[src/rtl/csr_pkg.sv]
// Machine CSR definitions

package csr_pkg;

    localparam int unsigned XLEN = 32;

    ////////////////////////////////////////////////////////////
    // CSR addresses
    ////////////////////////////////////////////////////////////

    typedef enum logic [11:0] {
        MSTATUS   = 12'h300,
        MISA      = 12'h301,
        MIE       = 12'h304,
        MTVEC     = 12'h305,
        MSCRATCH  = 12'h340,
        MEPC      = 12'h341,
        MCAUSE    = 12'h342,
        MTVAL     = 12'h343,
        MIP       = 12'h344,
        MCYCLE    = 12'hB00,
        MINSTRET  = 12'hB02,
        MCYCLEH   = 12'hB80,
        MINSTRETH = 12'hB82,
        CYCLE     = 12'hC00,     // User-level aliases, read only
        INSTRET   = 12'hC02,
        CYCLEH    = 12'hC80,
        INSTRETH  = 12'hC82,
        MVENDORID = 12'hF11,
        MARCHID   = 12'hF12,
        MIMPID    = 12'hF13,
        MHARTID   = 12'hF14
    } csr_addr_e;

    // Low bits of the CSR funct3 field
    typedef enum logic [1:0] {
        WRITE = 2'b01,
        SET   = 2'b10,
        CLEAR = 2'b11
    } csr_op_e;

    typedef enum logic [4:0] {
        ILLEGAL_INSTRUCTION = 5'd2,
        BREAKPOINT          = 5'd3,
        ECALL_FROM_UMODE    = 5'd8,
        ECALL_FROM_MMODE    = 5'd11
    } exc_code_e;

    typedef enum logic [4:0] {
        IRQ_NONE  = 5'd0,
        M_SW_INT  = 5'd3,
        M_TIM_INT = 5'd7,
        M_EXT_INT = 5'd11
    } irq_code_e;

    typedef enum logic [1:0] {
        PRIV_U = 2'b00,
        PRIV_M = 2'b11
    } priv_e;

    ////////////////////////////////////////////////////////////
    // Write masks and mstatus fields
    ////////////////////////////////////////////////////////////

    localparam logic [XLEN-1:0] MSTATUS_WMASK = 32'h0000_1888;  // MIE, MPIE, MPP
    localparam logic [XLEN-1:0] MIE_WMASK     = 32'h0000_0888;  // MSIE, MTIE, MEIE
    localparam logic [XLEN-1:0] MTVEC_WMASK   = 32'hFFFF_FFFC;
    localparam logic [XLEN-1:0] MEPC_WMASK    = 32'hFFFF_FFFC;
    localparam logic [XLEN-1:0] FULL_WMASK    = 32'hFFFF_FFFF;

    localparam int unsigned MSTATUS_MIE_BIT  = 3;
    localparam int unsigned MSTATUS_MPIE_BIT = 7;
    localparam int unsigned MSTATUS_MPP_LSB  = 11;

endpackage

[src/rtl/csr_wdata.sv]
// CSR write data stage
`timescale 1ns/1ns

module csr_wdata (
    input  logic [11:0]              address_i,
    input  csr_pkg::csr_op_e         operation_i,
    input  logic [csr_pkg::XLEN-1:0] data_i,
    input  logic [csr_pkg::XLEN-1:0] cur_val_i,
    input  logic                     write_enable_i,
    input  logic                     killed_i,
    input  logic                     machine_return_i,
    input  logic                     raise_exception_i,
    input  logic                     interrupt_ack_i,
    output logic [csr_pkg::XLEN-1:0] wr_data_o,
    output logic                     wr_en_o
);
    import csr_pkg::*;

    csr_addr_e       csr;
    logic [XLEN-1:0] wmask;

    assign csr = csr_addr_e'(address_i);

    // Per-address mask table
    always_comb begin
        case (csr)
            MSTATUS:   wmask = MSTATUS_WMASK;
            MIE:       wmask = MIE_WMASK;
            MTVEC:     wmask = MTVEC_WMASK;
            MEPC:      wmask = MEPC_WMASK;
            MSCRATCH,
            MCAUSE,
            MTVAL,
            MCYCLE,
            MCYCLEH,
            MINSTRET,
            MINSTRETH: wmask = FULL_WMASK;
            default:   wmask = '0;       // Read-only or unknown
        endcase
    end

    always_comb begin
        case (operation_i)
            SET:     wr_data_o = (cur_val_i | data_i) & wmask;
            CLEAR:   wr_data_o = (cur_val_i & ~data_i) & wmask;
            default: wr_data_o = data_i & wmask;
        endcase
    end

    // Traps own the registers in this cycle
    assign wr_en_o = write_enable_i && !killed_i && !machine_return_i
                     && !raise_exception_i && !interrupt_ack_i;

endmodule

[src/rtl/csr_trap_regs.sv]
// Machine trap state registers
`timescale 1ns/1ns

module csr_trap_regs (
    input  logic                     clk,
    input  logic                     reset,
    input  logic [11:0]              address_i,
    input  logic [csr_pkg::XLEN-1:0] wr_data_i,
    input  logic                     wr_en_i,
    input  logic                     machine_return_i,
    input  logic                     raise_exception_i,
    input  csr_pkg::exc_code_e       exception_code_i,
    input  logic [csr_pkg::XLEN-1:0] pc_i,
    input  logic [csr_pkg::XLEN-1:0] instruction_i,
    input  logic                     jump_i,
    input  logic [csr_pkg::XLEN-1:0] jump_target_i,
    input  logic                     interrupt_ack_i,
    input  csr_pkg::irq_code_e       irq_code_i,
    output logic [csr_pkg::XLEN-1:0] mstatus_o,
    output logic [csr_pkg::XLEN-1:0] mie_o,
    output logic [csr_pkg::XLEN-1:0] mtvec_o,
    output logic [csr_pkg::XLEN-1:0] mscratch_o,
    output logic [csr_pkg::XLEN-1:0] mepc_o,
    output logic [csr_pkg::XLEN-1:0] mcause_o,
    output logic [csr_pkg::XLEN-1:0] mtval_o,
    output csr_pkg::priv_e           privilege_o,
    output logic                     mstatus_mie_o
);
    import csr_pkg::*;

    csr_addr_e  csr;
    logic       mstatus_mie;
    logic       mstatus_mpie;
    logic [1:0] mstatus_mpp;    // Raw field, U or M in practice

    assign csr           = csr_addr_e'(address_i);
    assign mstatus_mie_o = mstatus_mie;

    // Kept fields only, the rest of mstatus reads zero
    always_comb begin
        mstatus_o                         = '0;
        mstatus_o[MSTATUS_MIE_BIT]        = mstatus_mie;
        mstatus_o[MSTATUS_MPIE_BIT]       = mstatus_mpie;
        mstatus_o[MSTATUS_MPP_LSB +: 2]   = mstatus_mpp;
    end

    ////////////////////////////////////////////////////////////
    // Update priority: mret, exception, interrupt, CSR write
    ////////////////////////////////////////////////////////////

    always_ff @(posedge clk) begin
        if (reset) begin
            mstatus_mie  <= 1'b0;
            mstatus_mpie <= 1'b0;
            mstatus_mpp  <= 2'b00;
            mie_o        <= '0;
            mtvec_o      <= '0;
            mscratch_o   <= '0;
            mepc_o       <= '0;
            mcause_o     <= '0;
            mtval_o      <= '0;
            privilege_o  <= PRIV_M;
        end else if (machine_return_i) begin
            mstatus_mie <= mstatus_mpie;
            privilege_o <= priv_e'(mstatus_mpp);
        end else if (raise_exception_i || interrupt_ack_i) begin
            // Common trap entry
            mstatus_mpp  <= privilege_o;
            privilege_o  <= PRIV_M;
            mstatus_mpie <= mstatus_mie;
            mstatus_mie  <= 1'b0;
            if (raise_exception_i) begin
                mcause_o <= {1'b0, {(XLEN-6){1'b0}}, exception_code_i};
                if (exception_code_i == ECALL_FROM_MMODE || exception_code_i == BREAKPOINT)
                    mepc_o <= pc_i;                  // Re-execute the trapping instruction
                else
                    mepc_o <= pc_i + 32'd4;
                if (exception_code_i == ILLEGAL_INSTRUCTION)
                    mtval_o <= instruction_i;        // Faulting encoding
                else
                    mtval_o <= pc_i;
            end else begin
                mcause_o <= {1'b1, {(XLEN-6){1'b0}}, irq_code_i};
                // Resume where the interrupted flow was heading
                mepc_o   <= jump_i ? jump_target_i : pc_i;
            end
        end else if (wr_en_i) begin
            case (csr)
                MSTATUS: begin
                    mstatus_mie  <= wr_data_i[MSTATUS_MIE_BIT];
                    mstatus_mpie <= wr_data_i[MSTATUS_MPIE_BIT];
                    mstatus_mpp  <= wr_data_i[MSTATUS_MPP_LSB +: 2];
                end
                MIE:      mie_o      <= wr_data_i;
                MTVEC:    mtvec_o    <= wr_data_i;
                MSCRATCH: mscratch_o <= wr_data_i;
                MEPC:     mepc_o     <= wr_data_i;
                MCAUSE:   mcause_o   <= wr_data_i;
                MTVAL:    mtval_o    <= wr_data_i;
                default:  ;                            // Counters and read-only CSRs
            endcase
        end
    end

endmodule

[src/rtl/csr_counters.sv]
// Cycle and retired instruction counters
`timescale 1ns/1ns

module csr_counters (
    input  logic                     clk,
    input  logic                     reset,
    input  logic [11:0]              address_i,
    input  logic [csr_pkg::XLEN-1:0] wr_data_i,
    input  logic                     wr_en_i,
    input  logic                     killed_i,
    output logic [63:0]              mcycle_o,
    output logic [63:0]              minstret_o
);
    import csr_pkg::*;

    csr_addr_e   csr;
    logic [63:0] mcycle_next;
    logic [63:0] minstret_next;

    assign csr = csr_addr_e'(address_i);

    always_comb begin
        mcycle_next   = mcycle_o + 64'd1;
        minstret_next = killed_i ? minstret_o : minstret_o + 64'd1;
        // A written half takes the new data instead of the count
        if (wr_en_i) begin
            case (csr)
                MCYCLE:    mcycle_next[31:0]    = wr_data_i;
                MCYCLEH:   mcycle_next[63:32]   = wr_data_i;
                MINSTRET:  minstret_next[31:0]  = wr_data_i;
                MINSTRETH: minstret_next[63:32] = wr_data_i;
                default:   ;
            endcase
        end
    end

    always_ff @(posedge clk) begin
        if (reset) begin
            mcycle_o   <= '0;
            minstret_o <= '0;
        end else begin
            mcycle_o   <= mcycle_next;
            minstret_o <= minstret_next;
        end
    end

endmodule

[src/rtl/csr_irq_ctrl.sv]
// Machine interrupt controller
`timescale 1ns/1ns

module csr_irq_ctrl (
    input  logic                     clk,
    input  logic                     reset,
    input  logic [csr_pkg::XLEN-1:0] irq_i,
    input  logic [csr_pkg::XLEN-1:0] mie_i,
    input  logic                     mstatus_mie_i,
    input  logic                     interrupt_ack_i,
    output logic [csr_pkg::XLEN-1:0] mip_o,
    output csr_pkg::irq_code_e       irq_code_o,
    output logic                     interrupt_pending_o
);
    import csr_pkg::*;

    logic [XLEN-1:0] enabled;

    assign enabled = mie_i & mip_o;

    // Sampled interrupt lines
    always_ff @(posedge clk) begin
        if (reset)
            mip_o <= '0;
        else
            mip_o <= irq_i;
    end

    ////////////////////////////////////////////////////////////
    // Pending flag and cause
    ////////////////////////////////////////////////////////////

    always_ff @(posedge clk) begin
        if (reset) begin
            interrupt_pending_o <= 1'b0;
            irq_code_o          <= IRQ_NONE;
        end else if (mstatus_mie_i && (enabled != '0) && !interrupt_ack_i) begin
            interrupt_pending_o <= 1'b1;
            if (enabled[11])
                irq_code_o <= M_EXT_INT;   // External wins
            else if (enabled[3])
                irq_code_o <= M_SW_INT;
            else
                irq_code_o <= M_TIM_INT;
        end else begin
            interrupt_pending_o <= 1'b0;   // Cause is held for the acknowledge
        end
    end

endmodule

[src/rtl/csr_read_mux.sv]
// CSR read multiplexer
`timescale 1ns/1ns

module csr_read_mux #(
    parameter bit M_EXT = 1'b0
) (
    input  logic [11:0]              address_i,
    input  logic                     read_enable_i,
    input  logic                     killed_i,
    input  logic [csr_pkg::XLEN-1:0] mstatus_i,
    input  logic [csr_pkg::XLEN-1:0] mie_i,
    input  logic [csr_pkg::XLEN-1:0] mtvec_i,
    input  logic [csr_pkg::XLEN-1:0] mscratch_i,
    input  logic [csr_pkg::XLEN-1:0] mepc_i,
    input  logic [csr_pkg::XLEN-1:0] mcause_i,
    input  logic [csr_pkg::XLEN-1:0] mtval_i,
    input  logic [csr_pkg::XLEN-1:0] mip_i,
    input  logic [63:0]              mcycle_i,
    input  logic [63:0]              minstret_i,
    output logic [csr_pkg::XLEN-1:0] data_o,
    output logic [csr_pkg::XLEN-1:0] cur_val_o
);
    import csr_pkg::*;

    // MXL=1, U and I always present, M by parameter
    localparam logic [XLEN-1:0] MISA_VALUE = (32'd1 << 30)
                                           | (32'd1 << 20)
                                           | (32'(M_EXT) << 12)
                                           | (32'd1 << 8);
    localparam logic [XLEN-1:0] ID_VALUE   = '0;   // Vendor, arch, impl and hart

    csr_addr_e csr;

    assign csr = csr_addr_e'(address_i);

    always_comb begin
        case (csr)
            MSTATUS:             cur_val_o = mstatus_i;
            MISA:                cur_val_o = MISA_VALUE;
            MIE:                 cur_val_o = mie_i;
            MTVEC:               cur_val_o = mtvec_i;
            MSCRATCH:            cur_val_o = mscratch_i;
            MEPC:                cur_val_o = mepc_i;
            MCAUSE:              cur_val_o = mcause_i;
            MTVAL:               cur_val_o = mtval_i;
            MIP:                 cur_val_o = mip_i;
            MCYCLE, CYCLE:       cur_val_o = mcycle_i[31:0];
            MCYCLEH, CYCLEH:     cur_val_o = mcycle_i[63:32];
            MINSTRET, INSTRET:   cur_val_o = minstret_i[31:0];
            MINSTRETH, INSTRETH: cur_val_o = minstret_i[63:32];
            MVENDORID, MARCHID,
            MIMPID, MHARTID:     cur_val_o = ID_VALUE;
            default:             cur_val_o = '0;
        endcase
    end

    // Read port only shows data for live reads
    assign data_o = (read_enable_i && !killed_i) ? cur_val_o : '0;

endmodule

[src/rtl/csr_bank.sv]
// Machine CSR bank
`timescale 1ns/1ns

module csr_bank #(
    parameter bit M_EXT = 1'b0
) (
    input  logic                     clk,
    input  logic                     reset,
    input  logic                     read_enable_i,
    input  logic                     write_enable_i,
    input  csr_pkg::csr_op_e         operation_i,
    input  logic [11:0]              address_i,
    input  logic [csr_pkg::XLEN-1:0] data_i,
    input  logic                     killed_i,
    output logic [csr_pkg::XLEN-1:0] data_o,
    input  logic                     raise_exception_i,
    input  logic                     machine_return_i,
    input  csr_pkg::exc_code_e       exception_code_i,
    input  logic [csr_pkg::XLEN-1:0] pc_i,
    input  logic [csr_pkg::XLEN-1:0] instruction_i,
    input  logic                     jump_i,
    input  logic [csr_pkg::XLEN-1:0] jump_target_i,
    input  logic [csr_pkg::XLEN-1:0] irq_i,
    input  logic                     interrupt_ack_i,
    output logic                     interrupt_pending_o,
    output csr_pkg::priv_e           privilege_o,
    output logic [csr_pkg::XLEN-1:0] mepc_o,
    output logic [csr_pkg::XLEN-1:0] mtvec_o
);
    import csr_pkg::*;

    logic [XLEN-1:0] cur_val;
    logic [XLEN-1:0] wr_data;
    logic            wr_en;
    logic [XLEN-1:0] mstatus;
    logic [XLEN-1:0] mie;
    logic [XLEN-1:0] mscratch;
    logic [XLEN-1:0] mcause;
    logic [XLEN-1:0] mtval;
    logic [XLEN-1:0] mip;
    logic            mstatus_mie;
    irq_code_e       irq_code;
    logic [63:0]     mcycle;
    logic [63:0]     minstret;

    ////////////////////////////////////////////////////////////
    // Write path
    ////////////////////////////////////////////////////////////

    csr_wdata u_wdata (
        .address_i         (address_i),
        .operation_i       (operation_i),
        .data_i            (data_i),
        .cur_val_i         (cur_val),
        .write_enable_i    (write_enable_i),
        .killed_i          (killed_i),
        .machine_return_i  (machine_return_i),
        .raise_exception_i (raise_exception_i),
        .interrupt_ack_i   (interrupt_ack_i),
        .wr_data_o         (wr_data),
        .wr_en_o           (wr_en)
    );

    csr_trap_regs u_trap_regs (
        .clk               (clk),
        .reset             (reset),
        .address_i         (address_i),
        .wr_data_i         (wr_data),
        .wr_en_i           (wr_en),
        .machine_return_i  (machine_return_i),
        .raise_exception_i (raise_exception_i),
        .exception_code_i  (exception_code_i),
        .pc_i              (pc_i),
        .instruction_i     (instruction_i),
        .jump_i            (jump_i),
        .jump_target_i     (jump_target_i),
        .interrupt_ack_i   (interrupt_ack_i),
        .irq_code_i        (irq_code),
        .mstatus_o         (mstatus),
        .mie_o             (mie),
        .mtvec_o           (mtvec_o),
        .mscratch_o        (mscratch),
        .mepc_o            (mepc_o),
        .mcause_o          (mcause),
        .mtval_o           (mtval),
        .privilege_o       (privilege_o),
        .mstatus_mie_o     (mstatus_mie)
    );

    csr_counters u_counters (
        .clk        (clk),
        .reset      (reset),
        .address_i  (address_i),
        .wr_data_i  (wr_data),
        .wr_en_i    (wr_en),
        .killed_i   (killed_i),
        .mcycle_o   (mcycle),
        .minstret_o (minstret)
    );

    csr_irq_ctrl u_irq_ctrl (
        .clk                 (clk),
        .reset               (reset),
        .irq_i               (irq_i),
        .mie_i               (mie),
        .mstatus_mie_i       (mstatus_mie),
        .interrupt_ack_i     (interrupt_ack_i),
        .mip_o               (mip),
        .irq_code_o          (irq_code),
        .interrupt_pending_o (interrupt_pending_o)
    );

    ////////////////////////////////////////////////////////////
    // Read path
    ////////////////////////////////////////////////////////////

    csr_read_mux #(
        .M_EXT (M_EXT)
    ) u_read_mux (
        .address_i     (address_i),
        .read_enable_i (read_enable_i),
        .killed_i      (killed_i),
        .mstatus_i     (mstatus),
        .mie_i         (mie),
        .mtvec_i       (mtvec_o),
        .mscratch_i    (mscratch),
        .mepc_i        (mepc_o),
        .mcause_i      (mcause),
        .mtval_i       (mtval),
        .mip_i         (mip),
        .mcycle_i      (mcycle),
        .minstret_i    (minstret),
        .data_o        (data_o),
        .cur_val_o     (cur_val)    // Feeds set and clear
    );

endmodule

[config.mk]
export PLATFORM = sky130hd
export DESIGN_NAME = csr_bank
export DESIGN_NICKNAME = d
export VERILOG_FILES = /design/src/rtl/csr_pkg.sv /design/src/rtl/csr_wdata.sv /design/src/rtl/csr_trap_regs.sv /design/src/rtl/csr_counters.sv /design/src/rtl/csr_irq_ctrl.sv /design/src/rtl/csr_read_mux.sv /design/src/rtl/csr_bank.sv
export SDC_FILE = /design/constraint.sdc
export NUM_CORES = 1
export LEC_CHECK = 0
export BUFFER_PORTS_ARGS = -buffer_cell sky130_fd_sc_hd__buf_2
export CAP_MARGIN = 20
export CORE_ASPECT_RATIO = 0.6
export CORE_MARGIN = 2
export CORE_UTILIZATION = 35
export DETAILED_ROUTE_END_ITERATION = 8
export PLACE_DENSITY = 0.61
export RECOVER_POWER = 50
export SYNTH_ARGS = -nofsm -noshare
export SYNTH_HDL_FRONTEND = slang
export SYNTH_SLANG_ARGS = --single-unit
[constraint.sdc]
create_clock -name clk -period 3.8 [get_ports clk]
set_clock_uncertainty 0.05 [all_clocks]
set_input_delay 0.76 -clock clk [delete_from_list [all_inputs] [get_ports clk]]
set_output_delay 0.76 -clock clk [all_outputs]
set_load 0.05 [all_outputs]
==> metrics, run 1 <==
worst slew pin tran 2.827 ns; Layout area overhead 31.47%; met2 routed WL 46850 um; Max-Slew Margin vs Limit -0.8850; Async SR Flop Fraction 0; GRT overflow 0; Worst path slowest cell mux2_2; Die Y 193.6 um; initial antenna violation count 12; post-synthesis sequential area ratio 0.3457; failing checks max-capacitance violations, max-slew violations, negative setup slack; Post-Syn Nets 2843; number of different library cells in the post-synthesis netlist 94; Root Buffer clkbuf_16; Port Buffers 286; Max-cap violations 3; Core Rows 69; DR vias 25250; Setup CP Type in -> out; nets 3380; clock sink total 362; clk buf depth 3; Reg clk slew, reported paths 0.07 ns; crit share post-route 1.025; CP Launch Type input pin; CTS buffer count 36; clk_lat worst skew 0.60 ns; die area 0.06194 mm2; Period minus WS final 3.894 ns; Mapped Area 0.02097 mm2; Hold Vio Cnt, Final 0; core area 0.05922 mm2; hold_buf cts 0; ANT nets after route 0; Synth Register Bits 362; hpwl dp 106400 um; DP Area 0.02641 mm2; vias in the first global route 22830; Worst Path Buf+Inv 4; yosys warns 0; Post-synth EDFFs 0; Design Area, Final 0.02756 mm2; worst-path fanout max 18; Avg Inst Size Synth 7.905 um2; power per standard cell area 328.5 mW/mm2; CP cell instances buf_6 > buf_12 > mux2_2 > a22oi_1 > a21oi_1 > o21ai_0 > clkbuf_1 > a41oi_2 > buf_12; final setup margin -0.09409 ns; Syn Inst Count 2652; arrival time at the worst endpoint 3.08 ns; drt wl/cell 32.97 um; RSZ-0062 raised after global routing true; Critical Path Max Stage Delay 0.39 ns; Largest delay share family, worst path buffers and inverters; fmax 256.8 MHz; highest metal used met5; Ports 287; GRT Total Usage 0.4107; first-pass GRT wire length 179800 um; WL final 132000 um; Worst VDD drop 0.2748 mV; outcome finished, violations left; endpoints failing setup 7; Critical Path Sink Type output port; fraction of layout cells with a size suffix above 1 0.2453; Setup TNS Final -0.2417 ns; Leak 10.33 nW; Die W 320.0 um; DRT met1 WL 57880 um; most used cell, CP buf_12; max-slew violations 213; TritonCTS clock tree done; HP Class in -> reg; top_reg_cell synth dfxtp_1; Initial Util 0.3540; H-tree depth 2; Final Power 0.009054 W; vias per cell 6.307; CP required 2.99 ns; Fill cells 5939; met3 WL 23260 um; drt drc 0; first drt pass iteration count 6; Final Wtd Congestion 1.115; largest net degree at the start of global routing 78; DRT iter0 DRCs 4526; Placement Setup Slack -0.5530 ns
timing repair:
item                       CTS  global route
setup buffers                0             1
pin swaps                    3             5
gates resized for setup     28            22
setup endpoints to repair   27            19
hold endpoints to repair     0             0
sequential cells by signal, summed over array words and instances, names as in the netlist:
signal,flops
u_trap_regs.mie_o,32
u_trap_regs.mscratch_o,32
u_trap_regs.mepc_o,32
u_trap_regs.mstatus_mpie,1
u_counters.mcycle_o,64
u_trap_regs.mstatus_mpp,2
u_trap_regs.mcause_o,32
u_counters.minstret_o,64
u_trap_regs.mstatus_mie_o,1
u_trap_regs.mtvec_o,32
u_irq_ctrl.interrupt_pending_o,1
u_trap_regs.mtval_o,32
u_irq_ctrl.irq_code_o,3
u_trap_regs.privilege_o,2
u_irq_ctrl.mip_o,32
report_power, final:
group	switching (W)	internal, W
registers	0.000106	0.00387
logic	0.000834	0.000419
clock network	0.00174	0.00209
area by class of cell:
cell class	instances	area, um2	area share
tap	781	977.2	0.03545
clock buffer	51	1047	0.03800
inverter	35	131.4	0.004766
antenna	6	15.01	0.0005447
sequential	362	7247	0.2629
timing repair buffer	697	4995	0.1812
multi-input combinational	2057	12990	0.4712
clock inverter	14	161.4	0.005856
through the flow:
stage,hold slack (ns),util,std cells
floorplan,0.3668,-,2652
global placement,0.3872,0.4460,3931
detailed placement,0.3958,0.4460,3931
CTS,0.3135,0.4681,3996
global route,0.3288,0.4651,3997
finish,0.3244,0.4654,4003
synthesized netlist by cell type, types with 8 or more instances:
| master | n | area share |
|---|---|---|
| nand2b_1 | 8 | 0.0024 |
| nor2_1 | 246 | 0.044 |
| and3b_1 | 15 | 0.0063 |
| o22ai_1 | 65 | 0.019 |
| a21oi_1 | 159 | 0.038 |
| and4_1 | 16 | 0.0067 |
| nand2_1 | 319 | 0.057 |
| o21ai_0 | 163 | 0.039 |
| nor2b_1 | 46 | 0.014 |
| nor3_2 | 8 | 0.0038 |
| clkbuf_1 | 136 | 0.024 |
| a221oi_1 | 22 | 0.0092 |
| a211oi_1 | 92 | 0.033 |
| mux2i_1 | 84 | 0.040 |
| a31oi_1 | 34 | 0.010 |
| dfxtp_1 | 362 | 0.35 |
| a22oi_1 | 54 | 0.019 |
| o31ai_1 | 12 | 0.0043 |
| or3_1 | 21 | 0.0063 |
| mux2_2 | 39 | 0.021 |
| nand4_1 | 48 | 0.014 |
| xnor2_1 | 90 | 0.038 |
| a22o_1 | 12 | 0.0050 |
| nand3_1 | 91 | 0.022 |
| and2_1 | 43 | 0.013 |
| xor2_1 | 56 | 0.023 |
| inv_1 | 34 | 0.0061 |
| o211ai_1 | 10 | 0.0036 |
| nor4_1 | 22 | 0.0066 |
| a32oi_1 | 8 | 0.0033 |
| nor3_1 | 79 | 0.019 |
| and3_1 | 25 | 0.0075 |
| buf_2 | 44 | 0.011 |
placed cells by master (no fill, tap or decap), types with 15 or more instances in the layout:
cell,n
o22ai_1,61
and2_0,16
a22oi_1,52
nor3_1,74
nor2_1,240
buf_12,49
buf_4,344
mux2_2,39
nand2_1,319
or3_1,21
clkbuf_1,101
nor2b_1,45
xor2_1,56
and3b_1,15
and3_1,25
nand3_1,91
clkbuf_16,36
dfxtp_1,362
a21oi_1,157
inv_1,34
o21ai_0,160
and4_1,16
nor4_1,21
xnor2_1,90
a211oi_1,89
a31oi_1,32
nand4_1,48
mux2i_1,83
buf_2,198
and2_1,27
a221oi_1,20
worst paths after layout:
| kind | from | end | slack, ns | cells after the start |
|---|---|---|---|---|
| max | address_i[0] | data_o[16] | -0.09 | 9 |
| min | irq_i[29] | u_irq_ctrl.mip_o[29] | 0.32 | 2 |
| max reg2reg | u_counters.mcycle_o[0] | u_counters.mcycle_o[60] | 0.38 | 8 |
| min reg2reg | u_trap_regs.mcause_o[31] | u_trap_regs.mcause_o[31] | 0.41 | 2 |
layer usage:
| metal | vias up | GRT usage |
|---|---|---|
| met5 | - | 0 |
| met4 | 4 | 0.1068 |
| met3 | 241 | 0.2241 |
| met2 | 1939 | 0.5037 |
| met1 | 12260 | 0.5996 |
| li1 | 10800 | - |
cell families (layout without fill, tap and decap cells):
logic type                 Yosys count  after routing  synth area share
and+or+nand+nor                   1050           1050            0.2502
AOI/OAI and AO/OA                  730            730            0.2275
DFF                                362            362            0.3457
buffers and inverters              233            797           0.04739
xor gates and xnor gates           146            146           0.06099
muxes                              128            128           0.06642
adders and majority gates            3              3          0.001791
other                                0              6                 0
(Power assumes the default switching activity.)
==> inputs of run 2 (changes only) <==
--- a/config.mk
+++ b/config.mk
@@ -15,4 +15,5 @@
 export RECOVER_POWER = 50
 export SYNTH_ARGS = -nofsm -noshare
 export SYNTH_HDL_FRONTEND = slang
+export SYNTH_HIERARCHICAL = 1
 export SYNTH_SLANG_ARGS = --single-unit
==> run 2 against run 1 <==
The flow still finishes with violations (max-capacitance violations, max-slew violations, negative setup slack). Largest cell class unchanged. Die area is 13% higher. Hold slack got worse by 0.010 ns. Synthesized cell count is 16% higher. Global-route usage shrank 2.0 points. Via count increased by 15%. Sequential share of layout area fell by 3.4 points. Register-to-register slack got worse by 0.06 ns. Sequential cell count unchanged.
==> metrics, run 2 <==
Max-Slew Margin vs Limit -0.4933; core area 0.06768 mm2; WL final 143700 um; non-filler cells, final 4554; Avg Inst Size Synth 7.757 um2; Leak 11.81 nW; Die W 340.7 um; final core utilization 0.4682; commonest cells in the netlist nand2_1, dfxtp_1, a21oi_1; vias in the first global route 25010; top-count cell post-synth nand2_1; synth top area cells dfxtp_1, nand2_1, mux2i_1; Critical Path Sink Type output port; outcome finished, violations left; CP Launch Type input pin; Final Wtd Congestion 1.068; HP Class in -> reg; Worst Path Buf+Inv 6; Initial Util 0.3518; worst slew pin tran 2.240 ns; final setup margin -0.09529 ns; fraction of layout cells with a size suffix above 1 0.2618; initial antenna violation count 9; GRT overflow 0; Reg clk slew, reported paths 0.07 ns; CP cell instances clkbuf_4 > buf_12 > buf_4 > and2_0 > buf_4 > a22oi_1 > o22a_1 > o221ai_2 > buf_4 > nor2b_2 > buf_12; area leader, netlist dfxtp_1; die area 0.07021 mm2; Layout area overhead 33.08%; Max-cap violations 1; H-tree depth 2; drt drc 0; Synth Register Bits 362; RSZ-0062 raised after global routing true; clk buf depth 3; clock sink total 362; hold_buf cts 0; drt wl/cell 31.55 um; most used cell, CP buf_4; largest net degree at the start of global routing 83; clk_lat worst skew 0.61 ns; vias per cell 6.376; top_reg_cell synth dfxtp_1; CP required 2.99 ns; most frequent cells in the layout nand2_1, buf_4, dfxtp_1; Worst Hold Slack 0.3144 ns; Hold Vio Cnt, Final 0; hold path depth 2; endpoints failing setup 11; hpwl dp 113000 um; Period minus WS final 3.895 ns; Worst VDD drop 0.2824 mV; failing checks max-capacitance violations, max-slew violations, negative setup slack; Port Buffers 286; yosys warns 6; Worst path slowest cell a22oi_1; first drt pass iteration count 6; nets 3799; biggest regs u_counters/mcycle_o (64), u_counters/minstret_o (64); post-synthesis sequential area ratio 0.3043; Async SR Flop Fraction 0; DR vias 29040; Core Rows 74; placed insts 4458; Syn Inst Count 3070; commonest non-fill, non-tap cell in the layout nand2_1; CTS buffer count 38; TritonCTS clock tree done; power per standard cell area 301.6 mW/mm2; Ports 287; Mapped Area 0.02381 mm2; Setup CP Type in -> out; fmax 256.7 MHz; Crit path depth 11; ANT nets after route 0; crit share post-route 1.025; DRT iter0 DRCs 5040; max-slew violations 76; first-pass GRT wire length 195400 um; Largest delay share family, worst path buffers and inverters; share of the synthesized area in the top cell type 0.3043; Critical Path Max Stage Delay 0.56 ns; FF-to-FF path depth 11; Root Buffer clkbuf_16; Die Y 206.0 um; number of different library cells in the post-synthesis netlist 105; arrival time at the worst endpoint 3.09 ns; GRT Total Usage 0.3909; worst-path fanout max 15; Post-synth EDFFs 0
==> run 2: cell count changes after synthesis, sizes merged, moves of 44 or more <==
| cell | previous run | this run |
|---|---|---|
| nand2 | 319 | 489 |
| o21ai | 167 | 65 |
| a21oi | 160 | 246 |
| nand3 | 92 | 161 |
| buf | 62 | 120 |
| a311oi | 7 | 52 |
| mux2i | 84 | 128 |
==> run 2: repair_timing <==
action	4_1_cts	5_1_grt
setup endpoints to repair	29	31
pin swaps	9	28
gates resized for setup	69	78
buffers inserted	7	13
gates cloned	0	4
==> run 2: area by class of cell <==
class                      count  area [um2]
antenna                        5       12.51
fill                        6820       35990
multi-input combinational   2426       15730
tap                          912        1141
clock buffer                  51        1110
clock inverter                18       249.0
inverter                      26       97.59
timing repair buffer         754        6105
sequential                   362        7247
==> run 2: final timing paths <==
kind	start	end	slack, ns
hold / removal	irq_i[31]	u_irq_ctrl/mip_o[31]	0.31
setup / recovery	address_i[2]	data_o[9]	-0.1
hold reg to reg	u_trap_regs/mscratch_o[30]	u_trap_regs/mscratch_o[30]	0.40
setup reg to reg	u_trap_regs/mtvec_o[23]	u_trap_regs/mepc_o[23]	0.32
==> run 2: where the power goes <==
| group | total [W] | switching, W | internal, W |
|---|---|---|---|
| clock network | 0.00427 | 0.00185 | 0.00241 |
| logic | 0.00133 | 0.000864 | 0.000463 |
| registers | 0.00396 | 0.0000984 | 0.00386 |
==> run 2: kinds of logic (layout without fill, tap and decap cells) <==
group           count (synthesis)  after routing  share of synthesized area
fa+ha+maj                       3              3                   0.001576
buf+inv                       309            849                    0.06337
xor+xnor                       83             83                    0.03053
mux                           175            175                    0.07934
simple gates                 1390           1390                     0.3009
other cells                     2             34                  0.0003154
flops                         362            362                     0.3043
compound gates                746            746                     0.2197
==> run 2: stage by stage <==
stage                     instance area (um2)  worst slack (ns)  setup TNS (ns)  total power [W]
after detailed placement                29590           -0.3909          -23.21         0.005271
after global routing                    31680          -0.02430        -0.07555         0.009738
after CTS                               31310         0.0006448               0         0.009468
after global placement                  29590           -0.4656          -19.92         0.005268
final                                   31690          -0.09529         -0.3895         0.009558
after floorplan                         23910           0.03306               0         0.004666
==> run 2: metal layers <==
metal	GRT usage	routed length [um]	vias up
li1	-	-	12470
met1	0.5879	62490	14060
met2	0.4926	52690	2242
met3	0.1644	24340	261
met4	0.09377	3823	13
met5	0.02708	334	-
